$ cat src/logic/rv_exec_cfg.svh
`ifndef RV_EXEC_CFG_SVH
`define RV_EXEC_CFG_SVH

// Data path and register width
`define XLEN 32

// Register index width and count
`define REG_AW 5
`define REG_NUM 32

// Byte address width
`define MEM_AW 32

// Memory data port, one byte per cycle
`define BYTE_W 8

`endif

$ cat src/logic/rv_exec_pkg.sv
`default_nettype none

package rv_exec_pkg;

   // Decoded instruction class
   typedef enum logic [2:0] {
      OP_NOP,
      OP_LUI,
      OP_IMM,
      OP_REG,
      OP_BRANCH,
      OP_JAL,
      OP_LOAD,
      OP_STORE
   } op_e;

   typedef enum logic [3:0] {
      ALU_ADD,
      ALU_SUB,
      ALU_SLL,
      ALU_SLT,
      ALU_SLTU,
      ALU_XOR,
      ALU_SRL,
      ALU_SRA,
      ALU_OR,
      ALU_AND
   } alu_op_e;

   // Access width of a load or store
   typedef enum logic [1:0] {
      MEM_B,
      MEM_H,
      MEM_W
   } mem_size_e;

endpackage

`default_nettype wire

$ cat src/logic/rv_decoder.sv
`timescale 1ns/1ns
`default_nettype none

`include "rv_exec_cfg.svh"

module rv_decoder
   import rv_exec_pkg::*;
(
   input  wire logic [`XLEN-1:0]   i_inst,
   output op_e                     o_op,
   output logic [`REG_AW-1:0]      o_rd,
   output logic [`REG_AW-1:0]      o_rs1,
   output logic [`REG_AW-1:0]      o_rs2,
   output logic [`XLEN-1:0]        o_imm,
   output alu_op_e                 o_alu_op,
   output logic [2:0]              o_funct3,
   output mem_size_e               o_mem_size,
   output logic                    o_mem_unsigned
);

   logic [6:0]       opcode;
   logic [6:0]       funct7;
   logic [`XLEN-1:0] imm_i;
   logic [`XLEN-1:0] imm_s;
   logic [`XLEN-1:0] imm_b;
   logic [`XLEN-1:0] imm_u;
   logic [`XLEN-1:0] imm_j;

   assign opcode   = i_inst[6:0];
   assign funct7   = i_inst[31:25];
   assign o_funct3 = i_inst[14:12];
   assign o_rd     = i_inst[11:7];
   assign o_rs1    = i_inst[19:15];
   assign o_rs2    = i_inst[24:20];

   // Sign-extended immediates per format
   assign imm_i = {{20{i_inst[31]}}, i_inst[31:20]};
   assign imm_s = {{20{i_inst[31]}}, i_inst[31:25], i_inst[11:7]};
   assign imm_b = {{19{i_inst[31]}}, i_inst[31], i_inst[7], i_inst[30:25], i_inst[11:8], 1'b0};
   assign imm_u = {i_inst[31:12], 12'b0};
   assign imm_j = {{11{i_inst[31]}}, i_inst[31], i_inst[19:12], i_inst[20], i_inst[30:21], 1'b0};

   assign o_mem_unsigned = o_funct3[2];

   always_comb begin
      case (o_funct3[1:0])
         2'b00:   o_mem_size = MEM_B;
         2'b01:   o_mem_size = MEM_H;
         default: o_mem_size = MEM_W;
      endcase
   end

   always_comb begin
      o_op     = OP_NOP;
      o_alu_op = ALU_ADD;
      o_imm    = imm_i;
      case (opcode)
         7'b0110111: begin
            o_op  = OP_LUI;
            o_imm = imm_u;
         end
         7'b0010011: begin
            // ADDI only
            if (o_funct3 == 3'b000) begin
               o_op = OP_IMM;
            end
         end
         7'b0110011: begin
            o_op = OP_REG;
            case ({funct7, o_funct3})
               {7'h00, 3'h0}: o_alu_op = ALU_ADD;
               {7'h20, 3'h0}: o_alu_op = ALU_SUB;
               {7'h00, 3'h1}: o_alu_op = ALU_SLL;
               {7'h00, 3'h2}: o_alu_op = ALU_SLT;
               {7'h00, 3'h3}: o_alu_op = ALU_SLTU;
               {7'h00, 3'h4}: o_alu_op = ALU_XOR;
               {7'h00, 3'h5}: o_alu_op = ALU_SRL;
               {7'h20, 3'h5}: o_alu_op = ALU_SRA;
               {7'h00, 3'h6}: o_alu_op = ALU_OR;
               {7'h00, 3'h7}: o_alu_op = ALU_AND;
               default:       o_op     = OP_NOP;
            endcase
         end
         7'b1100011: begin
            o_imm = imm_b;
            if (o_funct3[2:1] != 2'b01) begin
               o_op = OP_BRANCH;
            end
         end
         7'b1101111: begin
            o_op  = OP_JAL;
            o_imm = imm_j;
         end
         7'b0000011: begin
            if (o_funct3 inside {3'b000, 3'b001, 3'b010, 3'b100, 3'b101}) begin
               o_op = OP_LOAD;
            end
         end
         7'b0100011: begin
            o_imm = imm_s;
            if (o_funct3 inside {3'b000, 3'b001, 3'b010}) begin
               o_op = OP_STORE;
            end
         end
         default: o_op = OP_NOP;
      endcase
   end

endmodule

`default_nettype wire

$ cat src/logic/rv_regfile.sv
`timescale 1ns/1ns
`default_nettype none

`include "rv_exec_cfg.svh"

module rv_regfile (
   input  wire logic              clk,
   input  wire logic              i_arst_n,
   input  wire logic [`REG_AW-1:0] i_rs1,
   input  wire logic [`REG_AW-1:0] i_rs2,
   input  wire logic [`REG_AW-1:0] i_rd,
   input  wire logic              i_we,
   input  wire logic [`XLEN-1:0]   i_wdata,
   output logic [`XLEN-1:0]        o_rs1_data,
   output logic [`XLEN-1:0]        o_rs2_data
);

   // x0 has no storage
   logic [`XLEN-1:0] regs [`REG_NUM-1:1];

   always_ff @(posedge clk or negedge i_arst_n) begin
      if (!i_arst_n) begin
         for (int i = 1; i < `REG_NUM; i++) begin
            regs[i] <= '0;
         end
      end else if (i_we && i_rd != '0) begin
         regs[i_rd] <= i_wdata;
      end
   end

   assign o_rs1_data = (i_rs1 == '0) ? '0 : regs[i_rs1];
   assign o_rs2_data = (i_rs2 == '0) ? '0 : regs[i_rs2];

endmodule

`default_nettype wire

$ cat src/logic/rv_alu.sv
`timescale 1ns/1ns
`default_nettype none

`include "rv_exec_cfg.svh"

module rv_alu
   import rv_exec_pkg::*;
(
   input  alu_op_e                i_op,
   input  wire logic [`XLEN-1:0]  i_a,
   input  wire logic [`XLEN-1:0]  i_b,
   output logic [`XLEN-1:0]       o_result
);

   logic [4:0] shamt;

   // Only the low five bits shift
   assign shamt = i_b[4:0];

   always_comb begin
      case (i_op)
         ALU_ADD:  o_result = i_a + i_b;
         ALU_SUB:  o_result = i_a - i_b;
         ALU_SLL:  o_result = i_a << shamt;
         ALU_SLT:  o_result = `XLEN'($signed(i_a) < $signed(i_b));
         ALU_SLTU: o_result = `XLEN'(i_a < i_b);
         ALU_XOR:  o_result = i_a ^ i_b;
         ALU_SRL:  o_result = i_a >> shamt;
         ALU_SRA:  o_result = $unsigned($signed(i_a) >>> shamt);
         ALU_OR:   o_result = i_a | i_b;
         ALU_AND:  o_result = i_a & i_b;
         default:  o_result = i_a + i_b;
      endcase
   end

endmodule

`default_nettype wire

$ cat src/logic/rv_lsu.sv
`timescale 1ns/1ns
`default_nettype none

`include "rv_exec_cfg.svh"

module rv_lsu
   import rv_exec_pkg::*;
(
   input  wire logic              clk,
   input  wire logic              i_arst_n,
   input  wire logic              i_start,
   input  wire logic              i_store,
   input  mem_size_e              i_size,
   input  wire logic              i_unsigned,
   input  wire logic [`MEM_AW-1:0] i_addr,
   input  wire logic [`XLEN-1:0]   i_wdata,
   output logic                   o_busy,
   output logic                   o_load_valid,
   output logic [`XLEN-1:0]        o_load_data,
   output logic [`MEM_AW-1:0]      o_mem_addr,
   output logic                   o_mem_we,
   output logic [`BYTE_W-1:0]      o_mem_wdata,
   input  wire logic [`BYTE_W-1:0] i_mem_rdata
);

   typedef enum logic {ST_IDLE, ST_XFER} state_e;

   state_e             state;
   logic [1:0]         cnt;
   logic               store_q;
   mem_size_e          size_q;
   logic               unsigned_q;
   logic [`MEM_AW-1:0] addr_q;
   logic [`XLEN-1:0]   shreg;
   logic [1:0]         last_q;
   logic [`XLEN-1:0]   assembled;

   // Index of the final byte for an access size
   function automatic logic [1:0] byte_last(input mem_size_e size);
      case (size)
         MEM_B:   return 2'd0;
         MEM_H:   return 2'd1;
         default: return 2'd3;
      endcase
   endfunction

   assign last_q = byte_last(size_q);

   always_ff @(posedge clk or negedge i_arst_n) begin
      if (!i_arst_n) begin
         state   <= ST_IDLE;
         cnt     <= '0;
         store_q <= 1'b0;
         size_q  <= MEM_W;
      end else if (state == ST_IDLE) begin
         if (i_start) begin
            state   <= ST_XFER;
            cnt     <= '0;
            store_q <= i_store;
            size_q  <= i_size;
         end
      end else begin
         cnt <= cnt + 2'd1;
         if (cnt == last_q) begin
            state <= ST_IDLE;
         end
      end
   end

   // Store bytes leave from the top, load bytes enter at the bottom
   always_ff @(posedge clk) begin
      if (state == ST_IDLE && i_start) begin
         addr_q     <= i_addr;
         unsigned_q <= i_unsigned;
         shreg      <= i_store ? i_wdata << (8 * (3 - byte_last(i_size))) : '0;
      end else if (state == ST_XFER) begin
         shreg <= {shreg[`XLEN-`BYTE_W-1:0], i_mem_rdata};
      end
   end

   assign o_busy       = (state == ST_XFER);
   assign o_mem_addr   = addr_q + `MEM_AW'(cnt);
   assign o_mem_we     = o_busy && store_q;
   assign o_mem_wdata  = shreg[`XLEN-1:`XLEN-`BYTE_W];
   assign o_load_valid = o_busy && !store_q && (cnt == last_q);

   // Final byte is still on the read port
   assign assembled = {shreg[`XLEN-`BYTE_W-1:0], i_mem_rdata};

   always_comb begin
      case (size_q)
         MEM_B: o_load_data = unsigned_q ? {24'b0, assembled[7:0]}
                                         : {{24{assembled[7]}}, assembled[7:0]};
         MEM_H: o_load_data = unsigned_q ? {16'b0, assembled[15:0]}
                                         : {{16{assembled[15]}}, assembled[15:0]};
         default: o_load_data = assembled;
      endcase
   end

endmodule

`default_nettype wire

$ cat src/logic/rv_exec_ctrl.sv
`timescale 1ns/1ns
`default_nettype none

`include "rv_exec_cfg.svh"

module rv_exec_ctrl
   import rv_exec_pkg::*;
(
   input  wire logic             clk,
   input  wire logic             i_arst_n,
   input  wire logic             i_inst_valid,
   input  wire logic [`XLEN-1:0] i_pc,
   input  op_e                   i_op,
   input  wire logic [2:0]       i_funct3,
   input  wire logic [`XLEN-1:0] i_imm,
   input  wire logic [`XLEN-1:0] i_rs1_data,
   input  wire logic [`XLEN-1:0] i_rs2_data,
   input  wire logic [`XLEN-1:0] i_alu_result,
   input  wire logic [`XLEN-1:0] i_load_data,
   input  wire logic             i_lsu_busy,
   input  wire logic             i_load_valid,
   output logic                  o_ready,
   output logic                  o_lsu_start,
   output logic                  o_rf_we,
   output logic [`XLEN-1:0]      o_rf_wdata,
   output logic                  o_alu_b_sel_imm,
   output logic                  o_pc_change,
   output logic [`XLEN-1:0]      o_new_pc
);

   logic accept;
   logic taken;

   assign o_ready     = !(i_lsu_busy || i_load_valid);
   assign accept      = i_inst_valid && o_ready;
   assign o_lsu_start = accept && (i_op inside {OP_LOAD, OP_STORE});

   // Address and ADDI both add the immediate
   assign o_alu_b_sel_imm = i_op inside {OP_IMM, OP_LOAD, OP_STORE};

   always_comb begin
      case (i_funct3)
         3'b000:  taken = (i_rs1_data == i_rs2_data);
         3'b001:  taken = (i_rs1_data != i_rs2_data);
         3'b100:  taken = ($signed(i_rs1_data) < $signed(i_rs2_data));
         3'b101:  taken = ($signed(i_rs1_data) >= $signed(i_rs2_data));
         3'b110:  taken = (i_rs1_data < i_rs2_data);
         3'b111:  taken = (i_rs1_data >= i_rs2_data);
         default: taken = 1'b0;
      endcase
   end

   assign o_rf_we = i_load_valid || (accept && (i_op inside {OP_LUI, OP_IMM, OP_REG, OP_JAL}));

   always_comb begin
      if (i_load_valid) begin
         o_rf_wdata = i_load_data;
      end else begin
         case (i_op)
            OP_LUI:  o_rf_wdata = i_imm;
            OP_JAL:  o_rf_wdata = i_pc + `XLEN'(4);
            default: o_rf_wdata = i_alu_result;
         endcase
      end
   end

   // Jump request lasts one cycle
   always_ff @(posedge clk or negedge i_arst_n) begin
      if (!i_arst_n) begin
         o_pc_change <= 1'b0;
      end else begin
         o_pc_change <= accept && (i_op == OP_JAL || (i_op == OP_BRANCH && taken));
      end
   end

   always_ff @(posedge clk) begin
      if (accept) begin
         o_new_pc <= i_pc + i_imm;
      end
   end

endmodule

`default_nettype wire

$ cat src/logic/rv_exec_top.sv
`timescale 1ns/1ns
`default_nettype none

`include "rv_exec_cfg.svh"

module rv_exec_top
   import rv_exec_pkg::*;
(
   input  wire logic               clk,
   input  wire logic               i_arst_n,
   input  wire logic               i_inst_valid,
   input  wire logic [`XLEN-1:0]   i_inst,
   input  wire logic [`XLEN-1:0]   i_pc,
   output logic                    o_ready,
   output logic                    o_pc_change,
   output logic [`XLEN-1:0]        o_new_pc,
   output logic [`MEM_AW-1:0]      o_mem_addr,
   output logic                    o_mem_we,
   output logic [`BYTE_W-1:0]      o_mem_wdata,
   input  wire logic [`BYTE_W-1:0] i_mem_rdata
);

   op_e                dec_op;
   logic [`REG_AW-1:0] dec_rd;
   logic [`REG_AW-1:0] dec_rs1;
   logic [`REG_AW-1:0] dec_rs2;
   logic [`XLEN-1:0]   dec_imm;
   alu_op_e            dec_alu_op;
   logic [2:0]         dec_funct3;
   mem_size_e          dec_mem_size;
   logic               dec_mem_unsigned;
   logic [`XLEN-1:0]   rs1_data;
   logic [`XLEN-1:0]   rs2_data;
   logic [`XLEN-1:0]   alu_b;
   logic [`XLEN-1:0]   alu_result;
   logic               alu_b_sel_imm;
   logic               lsu_start;
   logic               lsu_busy;
   logic               load_valid;
   logic [`XLEN-1:0]   load_data;
   logic               rf_we;
   logic [`XLEN-1:0]   rf_wdata;

   // Operand B source
   assign alu_b = alu_b_sel_imm ? dec_imm : rs2_data;

   rv_decoder u_decoder (
      .i_inst         (i_inst),
      .o_op           (dec_op),
      .o_rd           (dec_rd),
      .o_rs1          (dec_rs1),
      .o_rs2          (dec_rs2),
      .o_imm          (dec_imm),
      .o_alu_op       (dec_alu_op),
      .o_funct3       (dec_funct3),
      .o_mem_size     (dec_mem_size),
      .o_mem_unsigned (dec_mem_unsigned)
   );

   rv_regfile u_regfile (
      .clk        (clk),
      .i_arst_n   (i_arst_n),
      .i_rs1      (dec_rs1),
      .i_rs2      (dec_rs2),
      .i_rd       (dec_rd),
      .i_we       (rf_we),
      .i_wdata    (rf_wdata),
      .o_rs1_data (rs1_data),
      .o_rs2_data (rs2_data)
   );

   rv_alu u_alu (
      .i_op     (dec_alu_op),
      .i_a      (rs1_data),
      .i_b      (alu_b),
      .o_result (alu_result)
   );

   // Opcode bit 5 separates STORE from LOAD
   rv_lsu u_lsu (
      .clk          (clk),
      .i_arst_n     (i_arst_n),
      .i_start      (lsu_start),
      .i_store      (i_inst[5]),
      .i_size       (dec_mem_size),
      .i_unsigned   (dec_mem_unsigned),
      .i_addr       (alu_result),
      .i_wdata      (rs2_data),
      .o_busy       (lsu_busy),
      .o_load_valid (load_valid),
      .o_load_data  (load_data),
      .o_mem_addr   (o_mem_addr),
      .o_mem_we     (o_mem_we),
      .o_mem_wdata  (o_mem_wdata),
      .i_mem_rdata  (i_mem_rdata)
   );

   rv_exec_ctrl u_ctrl (
      .clk             (clk),
      .i_arst_n        (i_arst_n),
      .i_inst_valid    (i_inst_valid),
      .i_pc            (i_pc),
      .i_op            (dec_op),
      .i_funct3        (dec_funct3),
      .i_imm           (dec_imm),
      .i_rs1_data      (rs1_data),
      .i_rs2_data      (rs2_data),
      .i_alu_result    (alu_result),
      .i_load_data     (load_data),
      .i_lsu_busy      (lsu_busy),
      .i_load_valid    (load_valid),
      .o_ready         (o_ready),
      .o_lsu_start     (lsu_start),
      .o_rf_we         (rf_we),
      .o_rf_wdata      (rf_wdata),
      .o_alu_b_sel_imm (alu_b_sel_imm),
      .o_pc_change     (o_pc_change),
      .o_new_pc        (o_new_pc)
   );

endmodule

`default_nettype wire

$ cat config.mk
export PLATFORM = sky130hd
export DESIGN_NAME = rv_exec_top
export DESIGN_NICKNAME = d
export VERILOG_FILES = /design/src/logic/rv_exec_pkg.sv /design/src/logic/rv_decoder.sv /design/src/logic/rv_regfile.sv /design/src/logic/rv_alu.sv /design/src/logic/rv_lsu.sv /design/src/logic/rv_exec_ctrl.sv /design/src/logic/rv_exec_top.sv
export VERILOG_INCLUDE_DIRS = /design/src /design/src/logic
export SDC_FILE = /design/constraint.sdc
export NUM_CORES = 2
export LEC_CHECK = 0
export BUFFER_PORTS_ARGS = -buffer_cell sky130_fd_sc_hd__buf_4
export CAP_MARGIN = 20
export CORE_UTILIZATION = 45
export CTS_BUF_LIST = sky130_fd_sc_hd__clkbuf_4 sky130_fd_sc_hd__clkbuf_8
export CTS_CLUSTER_SIZE = 14
export DETAILED_ROUTE_END_ITERATION = 6
export PLACE_DENSITY = 0.63
export SLEW_MARGIN = 40
export SYNTH_ARGS = -nofsm -noshare
export SYNTH_HDL_FRONTEND = slang
export SYNTH_SLANG_ARGS = --single-unit
$ cat constraint.sdc
create_clock -name clk -period 14.85 [get_ports clk]
set_input_delay 2.2275 -clock clk [delete_from_list [all_inputs] [get_ports clk]]
set_output_delay 2.2275 -clock clk [all_outputs]
set_load 0.02 [all_outputs]
==> summary.txt <==
Status - complete, but fails checks
Failing checks - DRC
Die area - 156000 sq um
Sequential share of the synthesized area - 40.17%
Global route overflow - 0
Placer congestion estimate - 1.055
Worst Path Required - 15.61 ns
Crit path DAT - 10.20 ns
Wire per inst - 30.20 um
Core ar. - 152600 sq um
CP Capture Type - flip-flop
Crit Path Class - input port to flip-flop
Port Buffer Count - 149
Post_cts resized - 0
# clock sinks - 1096
CTS clk-pin slew, worst paths - 0.06 ns
Post-CTS setup buffers - 0
Mapped Avg Cell Area - 10.02 sq um
Worst-path fanout max - 65
Final Worst Setup Slack - 5.402 ns
Pwr Density - 105.7 nW/um^2
Number of global-route vias before repair - 56830
Rel. slew slack - 32.12%
Clock latency at the later pin of the worst-skew pair - 0.98 ns
Startpoint Class - input port
RSZ-0062 raised after global routing - no
Worst Tran Pin Value - 0.9984 ns
Setup TNS Final - 0 ns
Pleak - 31.89 nW
Share of layout cells above drive strength 1 - 20.63%
Final Net Count - 7054
Largest net degree at the start of global routing - 97
GRT Total Usage - 34.54%
Min Tclk post-route - 9.448 ns
Ports - 150
Area grow syn2layout - 9.432%
Cell area after layout - 76050 sq um
Clock buffer depth - 3
Final hold violation count - 0
Post-synth EDFFs - 97
First-pass GRT wire length - 396.3 mm
DIE HEIGHT - 395.0 um
Maximum vdd drop - 96.40 uV
CTS tree - yes
Final setup viols - 0
Hold_ws - 0.4991 ns
Netlist cell types - 110
DRT iter0 DRCs - 7505
Asr flop ratio synth - 91.15%
H-tree depth - 4
Commonest register cell after synthesis - dfrtp_1
Final WL - 271.7 mm
Maxcap violations - 0
Final period util - 63.62%
Synth Net Count - 7176
DP HPWL - 176.7 mm
Slew Viols, Final - 0
Post-DR vias/cell - 6.603
Chip Width - 395.0 um
Syn. warnings - 0
Initial core utilization - 45.53%
Standard-cell row count - 143
DRC viols - 7
Initial antenna violation count - 11
ANT nets after route - 0
Skew final - 0.08911 ns
Worst Hold Class - flip-flop to flip-flop
Placed Instance Area - 71840 sq um
Num CTS Buffers - 186
Vias - 59400
Synth Cell Area - 69500 sq um
Placement Setup Slack - 4.610 ns
Synthesized instance count - 6934
Initial DRT Pass Iterations - 7
Number of hold buffers added after CTS - 0
Fmax - 0.1058 GHz
Clk root buf - clkbuf_8
Synth Register Bits - 1096
## stage by stage
step                total power (W)  cells  utilization [%]
finish                     0.008035   8995            49.83
global route               0.008310   8993            49.83
CTS                        0.008006   8989            49.74
detailed placement         0.005038   8651            47.07
global placement           0.005008   8640            46.78
floorplan                  0.004408   6934                -
## cell usage in the layout, fill, tap and decap left out, types with 30 or more instances in the layout
| cell type | netlist | layout |
|---|---|---|
| a211oi_1 | 46 | 46 |
| a21o_1 | 77 | 77 |
| a21oi_1 | 252 | 237 |
| a221o_1 | 37 | 37 |
| a221oi_1 | 64 | 61 |
| a31oi_1 | 95 | 90 |
| and3_1 | 31 | 31 |
| buf_4 | 57 | 275 |
| clkbuf_4 | 4 | 64 |
| clkbuf_8 | 23 | 235 |
| dfrtp_1 | 998 | 998 |
| edfxtp_1 | 97 | 97 |
| ha_1 | 163 | 163 |
| inv_1 | 112 | 106 |
| mux2_2 | 66 | 66 |
| mux2i_1 | 113 | 102 |
| mux4_2 | 483 | 483 |
| nand2_1 | 1218 | 1186 |
| nand2b_1 | 30 | 30 |
| nand3_1 | 62 | 61 |
| nand4_1 | 33 | 33 |
| nor2_1 | 358 | 354 |
| nor3_1 | 146 | 142 |
| nor3b_1 | 34 | 34 |
| o211ai_1 | 30 | 30 |
| o21a_1 | 42 | 42 |
| o21ai_0 | 1038 | 1029 |
| o21ai_1 | 37 | 37 |
| o21ai_2 | 42 | 49 |
| o22ai_1 | 94 | 92 |
| or3_1 | 37 | 37 |
| xnor2_1 | 78 | 78 |
| xor2_1 | 31 | 31 |
## state kept, by name, indices dropped and copies added (netlist names), 2 cells and up
name / cells
u_lsu.size_q: 2
u_regfile.regs: 992
u_lsu.cnt: 2
u_ctrl.o_new_pc: 32
u_lsu.shreg: 32
u_lsu.addr_q: 32
## layer usage
metal / GRT usage (%) / wire length, um / up-vias
met1: 45.78 / 104500 / 29640
li1: - / - / 25310
met2: 51.43 / 118800 / 3602
met3: 8.239 / 29150 / 828
met5: 0 / 108 / -
met4: 20.74 / 19130 / 14
## path summary, 6_finish.rpt
| kind | start | endpoint | slack, ns | cells past startpoint |
|---|---|---|---|---|
| hold / removal | u_regfile.regs[413] | u_regfile.regs[413] | 0.50 | 2 |
| hold reg to reg | u_regfile.regs[413] | u_regfile.regs[413] | 0.50 | 2 |
| setup reg to reg | u_regfile.regs[963] | u_regfile.regs[384] | 7.52 | 21 |
| setup / recovery | i_inst[22] | u_regfile.regs[384] | 5.40 | 24 |
| min in group asynchronous | i_arst_n | u_regfile.regs[947] | 1.24 | 1 |
| max in group asynchronous | i_arst_n | u_regfile.regs[908] | 10.79 | 6 |
## power by group
| part | leakage (nW) | internal (W) | switching [W] | total, W |
|---|---|---|---|---|
| registers | 14.7 | 0.00318 | 0.000113 | 0.00330 |
| clock network | 2.17 | 0.00164 | 0.00134 | 0.00298 |
| logic | 15.0 | 0.000596 | 0.00116 | 0.00175 |
## worst max-delay path: stages
cell,delay (ns)
buf_4,0.54
buf_4,0.55
buf_4,0.67
nand3_1,0.20
o32a_1,0.23
o311a_1,0.14
nand4_1,0.15
buf_4,0.54
nand2_1,0.25
ha_1,0.28
fa_1,0.47
o21ba_2,0.23
nor4_1,0.30
o2111ai_1,0.18
a31oi_1,0.40
o21ai_0,0.21
a21oi_1,0.44
a21oi_1,0.26
o2111ai_1,0.38
o2111ai_1,0.15
a31o_2,0.29
and2_1,0.19
o22ai_4,0.61
o21ai_0,0.24
## logic make-up (layout without fill, tap and decap cells)
kind of cell | count (synthesis) | count (layout) | synth area share (%)
multiplexers | 686 | 686 | 19.17
other | 0 | 3 | 0
AO/OA/AOI/OAI | 2052 | 2052 | 17.85
flip-flops | 1096 | 1096 | 40.17
XOR/XNOR | 109 | 109 | 1.374
AND/OR/NAND/NOR | 2074 | 2074 | 12.83
adder cells (fa/ha/maj) | 167 | 167 | 3.050
buffers and inverters | 750 | 778 | 5.554
## cell usage after synthesis (all sizes together), types with 97 or more instances
cell / number / share of area, %
a21oi: 257 / 1.9
buf: 211 / 2.1
clkbuf: 408 / 2.6
dfrtp: 998 / 36
edfxtp: 97 / 4.2
ha: 163 / 2.9
inv: 117 / 0.63
mux2i: 113 / 1.6
mux4: 503 / 16
nand2: 1218 / 6.6
nor2: 361 / 2.0
nor3: 150 / 1.1
o21ai: 1118 / 8.3
## cell type report
class	instances	area [sq um]
clock buffers	299	3715
multi-input cells	5088	38340
clock inverters	39	356.6
repair buffers	323	2735
diodes	3	7.507
flip-flops and latches	1096	27910
well taps	2030	2540
fillers	13910	76570
inverters	117	441.7
(Power assumes the default switching activity.)
